==> config.mk <==
export PLATFORM = sky130hd
export DESIGN_NAME = stream_matcher_top
export DESIGN_NICKNAME = d
export VERILOG_FILES = /design/src/logic/match_pkg.sv /design/src/logic/stream_pkg.sv /design/src/logic/ctx_if.sv /design/src/logic/keyword_dfa.sv /design/src/logic/match_tally.sv /design/src/logic/stream_decode.sv /design/src/logic/stream_matcher_top.sv
export SDC_FILE = /design/constraint.sdc
export NUM_CORES = 1
export LEC_CHECK = 0
export BUFFER_PORTS_ARGS = -buffer_cell sky130_fd_sc_hd__clkbuf_2
export CAP_MARGIN = 20
export CORE_MARGIN = 4
export CORE_UTILIZATION = 37
export CTS_CLUSTER_DIAMETER = 30
export DETAILED_ROUTE_END_ITERATION = 8
export SYNTH_ARGS = -nofsm -noshare
export SYNTH_HDL_FRONTEND = slang
export SYNTH_HIERARCHICAL = 1
export SYNTH_SLANG_ARGS = --single-unit
==> constraint.sdc <==
create_clock -name clk -period 4.7 [get_ports clk]
set_clock_uncertainty 0.05 [all_clocks]
set_input_delay 0.94 -clock clk [delete_from_list [all_inputs] [get_ports clk]]
set_output_delay 0.94 -clock clk [all_outputs]
set_load 0.03 [all_outputs]
==> src/logic/match_pkg.sv <==
package match_pkg;

   // DFA states for the keyword
   // Each state names the prefix matched so far
   // Encoding is also the saved per-stream context
   typedef enum logic [1:0] {
      ST_IDLE = 2'd0,
      ST_S    = 2'd1,
      ST_SI   = 2'd2,
      ST_SIT  = 2'd3
   } dfa_state_e;

   // Keyword bytes in scan order
   localparam logic [7:0] KW_C0 = "S";
   localparam logic [7:0] KW_C1 = "I";
   localparam logic [7:0] KW_C2 = "T";
   // Final byte completes the match
   localparam logic [7:0] KW_C3 = "E";

   // Global match counter width
   // Counter wraps silently at the top
   localparam int COUNT_W = 16;

endpackage

==> src/logic/stream_pkg.sv <==
package stream_pkg;

   // Stream id width
   // Six bits cover up to 64 interleaved streams
   localparam int STREAM_ID_W = 6;

   // One context slot per possible stream id
   localparam int NUM_STREAMS = 1 << STREAM_ID_W;

   // Stream id as seen on the packet control inputs
   // Held for the whole packet by the source
   typedef logic [STREAM_ID_W-1:0] stream_id_t;

endpackage

==> src/logic/ctx_if.sv <==
interface ctx_if;
   import match_pkg::*;

   // One-cycle pulse that loads restore_state into the DFA
   logic       restore;
   // State to load on restore
   dfa_state_e restore_state;
   // Current DFA state as seen by the context memory
   dfa_state_e live_state;
   // Enabled end of packet where live_state is written back
   logic       save;

   // Decode side owns packet control and the context memory
   modport decode (
      output restore,
      output restore_state,
      output save,
      input  live_state
   );

   // Execute side owns the DFA state register
   modport execute (
      input  restore,
      input  restore_state,
      output live_state
   );

endinterface

==> src/logic/keyword_dfa.sv <==
module keyword_dfa (
   input  logic       clk,
   input  logic       rst_n,
   input  logic       char_vld,
   input  logic [7:0] char_in,
   ctx_if.execute     ctx,
   output logic       accept
);
   import match_pkg::*;

   dfa_state_e state_q;
   dfa_state_e state_d;
   // Byte completes the keyword this cycle
   logic       hit;

   // Next state for the current byte
   always_comb
   begin
      state_d = state_q;
      hit     = 1'b0;
      if (char_vld)
      begin
         // Default on mismatch
         // An 'S' may still start a new keyword
         state_d = (char_in == KW_C0) ? ST_S : ST_IDLE;
         case (state_q)
            ST_S:
            begin
               if (char_in == KW_C1)
                  state_d = ST_SI;
            end
            ST_SI:
            begin
               if (char_in == KW_C2)
                  state_d = ST_SIT;
            end
            ST_SIT:
            begin
               if (char_in == KW_C3)
               begin
                  hit     = 1'b1;
                  state_d = ST_IDLE;
               end
            end
            default:
            begin
               // ST_IDLE handled by the default above
            end
         endcase
      end
   end

   // State register with context restore
   // Restore wins over a byte in the same cycle
   always_ff @(posedge clk)
   begin
      if (!rst_n)
      begin
         state_q <= ST_IDLE;
         accept  <= 1'b0;
      end
      else if (ctx.restore)
      begin
         state_q <= ctx.restore_state;
         accept  <= 1'b0;
      end
      else
      begin
         state_q <= state_d;
         accept  <= hit;
      end
   end

   // Exported for the context save at end of packet
   assign ctx.live_state = state_q;

endmodule

==> src/logic/match_tally.sv <==
module match_tally (
   input  logic                         clk,
   input  logic                         rst_n,
   input  logic                         accept,
   input  logic                         pkt_clear,
   input  logic                         pkt_commit,
   input  logic                         pkt_drop,
   output logic                         fired,
   output logic [match_pkg::COUNT_W-1:0] count
);
   import match_pkg::*;

   // Sticky flag for the packet in flight
   // Counter sums flags of enabled packets only
   always_ff @(posedge clk)
   begin
      if (!rst_n)
      begin
         fired <= 1'b0;
         count <= '0;
      end
      else
      begin
         // New packet starts clean
         if (pkt_clear)
            fired <= 1'b0;

         // A hit overrides the start-of-packet clear
         if (accept)
            fired <= 1'b1;

         // Disabled packet discards its flag uncounted
         if (pkt_drop)
            fired <= 1'b0;

         // At most one count per packet however many hits
         if (pkt_commit)
            count <= count + COUNT_W'(fired);
      end
   end

endmodule

==> src/logic/stream_decode.sv <==
module stream_decode (
   input  logic                   clk,
   input  logic                   rst_n,
   input  logic                   load_state,
   input  logic                   new_stream_id,
   input  logic                   eop,
   input  logic                   enable,
   input  stream_pkg::stream_id_t stream_id,
   ctx_if.decode                  ctx,
   output logic                   pkt_clear,
   output logic                   pkt_commit,
   output logic                   pkt_drop
);
   import stream_pkg::*;
   import match_pkg::*;

   // Saved DFA state per stream
   // Written only at an enabled end of packet
   dfa_state_e ctx_mem [NUM_STREAMS];

   // Tally strobes follow the packet boundary pulses directly
   assign pkt_clear  = load_state;
   assign pkt_commit = eop & enable;
   assign pkt_drop   = eop & ~enable;

   // Same condition also stores the DFA state
   assign ctx.save = eop & enable;

   // Restore pulse lands one cycle after load_state
   always_ff @(posedge clk)
   begin
      if (!rst_n)
      begin
         ctx.restore <= 1'b0;
      end
      else
      begin
         ctx.restore <= load_state;
      end
   end

   // Restore value is picked on the load_state edge
   // A new stream starts from scratch
   always_ff @(posedge clk)
   begin
      if (load_state)
      begin
         if (new_stream_id)
         begin
            ctx.restore_state <= ST_IDLE;
         end
         else
         begin
            // Resume where the last enabled packet left off
            ctx.restore_state <= ctx_mem[stream_id];
         end
      end
   end

   // Write back live DFA state so a keyword split
   // across packets of one stream is still found
   always_ff @(posedge clk)
   begin
      if (ctx.save)
      begin
         ctx_mem[stream_id] <= ctx.live_state;
      end
   end

endmodule

==> src/logic/stream_matcher_top.sv <==
module stream_matcher_top (
   input  logic                         clk,
   input  logic                         rst_n,
   input  logic [7:0]                   char_in,
   input  logic                         char_in_vld,
   input  logic                         load_state,
   input  logic                         new_stream_id,
   input  stream_pkg::stream_id_t       stream_id,
   input  logic                         eop,
   input  logic                         enable,
   output logic [match_pkg::COUNT_W-1:0] count,
   output logic                         fired
);

   // Tally strobes from decode
   logic pkt_clear;
   logic pkt_commit;
   logic pkt_drop;
   // Registered hit from the DFA
   logic accept;

   // Restore and save path between decode and execute
   ctx_if u_ctx_if ();

   // Packet control and per-stream context
   stream_decode u_stream_decode (
      .clk           (clk),
      .rst_n         (rst_n),
      .load_state    (load_state),
      .new_stream_id (new_stream_id),
      .eop           (eop),
      .enable        (enable),
      .stream_id     (stream_id),
      .ctx           (u_ctx_if.decode),
      .pkt_clear     (pkt_clear),
      .pkt_commit    (pkt_commit),
      .pkt_drop      (pkt_drop)
   );

   // Keyword scan
   keyword_dfa u_keyword_dfa (
      .clk      (clk),
      .rst_n    (rst_n),
      .char_vld (char_in_vld),
      .char_in  (char_in),
      .ctx      (u_ctx_if.execute),
      .accept   (accept)
   );

   // Match flag and global counter
   match_tally u_match_tally (
      .clk        (clk),
      .rst_n      (rst_n),
      .accept     (accept),
      .pkt_clear  (pkt_clear),
      .pkt_commit (pkt_commit),
      .pkt_drop   (pkt_drop),
      .fired      (fired),
      .count      (count)
   );

endmodule

==> impl_metrics.csv <==
group,metric,value,unit
outcome,status,"finished clean",
synthesis,ys_ff_latch,151,
clocking,cts_setup_buffers,0,
setup_path,arrival,3.32,ns
synthesis,ys_top_cells_by_area,"edfxtp_1 59%, dfxtp_1 6.4%, mux4_2 4.4%",
grt,grt_pass1_wl,23800,um
route,drt_wl_total,15400,um
finish,nets,536,
clocking,holdBufCountCts,0,
clocking,ctsResizeCount,0,
floorplanning,dieArea,0.0200,sq mm
route,first_pass_iters,4,
finish,syn2layout_area_growth,14.6,%
finish,fin_cells,751,
setup_path,cp_max_fo,41,
clocking,clk_latency,0.42,ns
timing,finalCriticalPeriod,3.12,ns
synthesis,synth_top_area_cell,"edfxtp_1",
route,drtAntennaViolNets,0,
setup_path,r2r_slack,2.78,ns
finish,n_antenna_cell,0,
hold_path,hold_start,"u_match_tally/count[15]",
floorplanning,core,0.0174,sq mm
power,p_leak,2.48,nW
clocking,clk_pin_slew,0.06,ns
placement,gp_congestion,0.867,
power,power_frac_clock,47.6,%
grt,grt.total_usage,15.8,%
finish,drive_gt1_share,20.5,%
timing,min_period_over_period,66.4,%
timing,worst_pin_slew,1.04,ns
floorplanning,rows,48,
placement,io_buffer_count,37,
synthesis,syn_area_per_cell,13.7,sq um
timing,rsz0062_at_grt,"false",
synthesis,ys_seq_area_share,65.7,%
synthesis,synth_top_area_share,59.3,%
power,p_sw_share,19.9,%
synthesis,syn_inst,482,
hold_path,holdPathEnd,"u_match_tally/count[15]",
synthesis,synthesis.nets,505,
synthesis,syn_area,0.00659,sq mm
route,first_iter_violations,363,
timing,max_clock_freq,320,MHz
power,total_power,3.05,mW
setup_path,crit_path_start_kind,"primary input",
clocking,cts-htree-levels,4,
placement,placed_cells,719,
clocking,cts_tree,"done",
synthesis,ys_top_cells_by_count,"130 x edfxtp_1, 77 x nor2_1, 28 x nand2_1",
finish,fillers,1572,
setup_path,cpPeakStageDelay,0.77,ns
synthesis,ys_warn_count,6,
floorplanning,dieHeight,141,um
synthesis,synth_edf_count,130,
placement,dp_slack,1.19,ns
setup_path,crit_chain,"clkbuf_2, nor2b_1, a22o_1, a222oi_1, o2111a_1, a41oi_2",
setup_path,worstPathRequired,4.90,ns
power,p_seq_share,47.9,%
power,p_switching,0.606,mW
power,pwr_density_cell,404,mW/mm^2
setup_path,critical_path.top_delay_family,"compound AO/OA/AOI/OAI gates",
grt,antenna_found_initial,0,
setup_path,cp_slowest_cell,"clkbuf_2",
run,drv_cap,0,
grt,grt_pass1_vias,4225,
synthesis,ys.flop_type,"edfxtp_1",
floorplanning,start_util,37.9,%
clocking,clock_sinks,151,
clocking,clockBufferDepth,2,
hold_path,hold_class,"reg2reg",
route,post-route-drc-count,0,
power,internal_power,2.44,mW
setup_path,r2r_cells,3,
setup_path,r2r_end,"u_keyword_dfa/ctx.live_state[1]",
hold_path,worstHoldPathCells,2,
setup_path,reg2reg_from,"u_keyword_dfa/ctx.live_state[0]",
synthesis,synth.most_common_cell,"edfxtp_1",
timing,fin_ws,1.58,ns
synthesis,ys_types,70,
power,power_frac_comb,4.5,%
setup_path,end_kind,"flip-flop",
grt,grt-ovfl-total,0,
setup_path,worstSetupPathType,"in2reg",
floorplanning,ioPinCount,38,
timing,relSlewSlack,30.4,%
setup_path,cp_num_buf_inv,1,
timing,setup_viol,0,
clocking,cts-root-buf,"clkbuf_16",
floorplanning,die_w,141,um
grt,grt_max_degree,42,
clocking,cts_buffers,17,
synthesis,async_reset_ff_share,0,%
placement,dp_hpwl,9890,um
power,worst_ir_drop_vdd,0.290,mV
timing,tns,0,ns
timing,hold_viol_final,0,
route,wl_per_cell,20.4,um
timing,finalMaxSlewViolations,0,
route,via_per_inst,5.65,
route,vias,4242,
[kinds of logic (layout without fill, tap and decap cells)]
group | after synthesis | after routing | synth area share [%]
xor+xnor | 3 | 3 | 0.399
buf+inv | 37 | 81 | 3.29
fa+ha+maj | 2 | 2 | 0.380
compound gates | 74 | 74 | 8.57
flops | 151 | 151 | 65.7
mux | 32 | 32 | 7.62
simple gates | 183 | 183 | 14.1
[final cells by class]
class | instances | area, sq um | share of cell area, %
clock buffer | 19 | 433 | 5.74
clock inverter | 13 | 204 | 2.70
inverter | 8 | 30.0 | 0.398
multi-input combinational | 294 | 2040 | 27.1
sequential | 151 | 4330 | 57.3
tap | 225 | 282 | 3.73
timing repair buffer | 41 | 228 | 3.02
[per-stage QoR]
stage | util [%] | area (sq um) | hold WS (ns)
after detailed placement | 39.8 | 6910 | 0.419
after floorplan | - | 6590 | 0.413
after global routing | 43.5 | 7550 | 0.472
after global placement | 39.7 | 6890 | 0.408
final | 43.5 | 7550 | 0.425
after CTS | 43.5 | 7550 | 0.433
[per-layer routing]
layer  share of wire, %  vias up  global-route usage, %  wire, um
li1                   -     1923                      -         -
met2                 49      155                   25.4      7600
met1                 42     2134                   20.5      6420
met5                  0        -                      0         0
met4                2.7        0                   6.67       414
met3                6.0       30                   3.94       928
[flip-flops by register name, summed over array words and instances (netlist names)]
signal and cells:
u_stream_decode/ctx.restore 1, u_match_tally/count 16, u_stream_decode/ctx.restore_state 2, u_keyword_dfa/ctx.live_state 2, u_keyword_dfa/accept 1, u_stream_decode/ctx_mem 128
u_match_tally/fired 1
[worst max-delay path by stage]
stage / startpoint / to / slack [ns] / cells after the start
finish: stream_id[2] / u_stream_decode/ctx.restore_state[1] / 1.58 / 6
global placement: stream_id[2] / u_stream_decode/ctx.restore_state[1] / 1.23 / 6
floorplan: stream_id[1] / u_stream_decode/ctx.restore_state[1] / 2.28 / 6
global route: stream_id[2] / u_stream_decode/ctx.restore_state[1] / 1.52 / 6
CTS: stream_id[2] / u_stream_decode/ctx.restore_state[1] / 1.65 / 6
detailed placement: stream_id[2] / u_stream_decode/ctx.restore_state[1] / 1.19 / 6
[cells in the final DEF, fill, tap and decap left out, types with 4 or more instances in the layout]
cell       netlist  layout
a21oi_1         11      11
a221oi_1        11      11
a22oi_1         11      11
and3_1           5       5
bufinv_16        0       5
clkbuf_16        0      17
clkbuf_2         1      37
dfxtp_1         21      19
edfxtp_1       130     130
inv_1            6       6
mux2_2           5       5
mux2i_1         10      10
mux4_2          13      13
nand2_1         28      28
nand2b_1        10      10
nand3_1          9       9
nand4_1          5       5
nor2_1          77      77
nor3b_1          5       5
nor4_1           5       5
o21ai_0          8       8
o31ai_1          4       4
or3_1            5       5
or4_1            5       5
[power by group through the flow]
stage	logic (mW)	registers, mW	clock network [mW]
global route	0.148	1.46	1.53
floorplan	0.0956	1.49	0
CTS	0.136	1.46	1.47
global placement	0.130	1.49	0
finish	0.138	1.46	1.45
detailed placement	0.136	1.49	0
[worst min-delay path, cell delays in order, from the launching register on]
cell and delay [ns]:
dfxtp_1 0.32, nand2_1 0.05, mux2i_1 0.05
No activity file was read; power rests on OpenSTA's default activity.
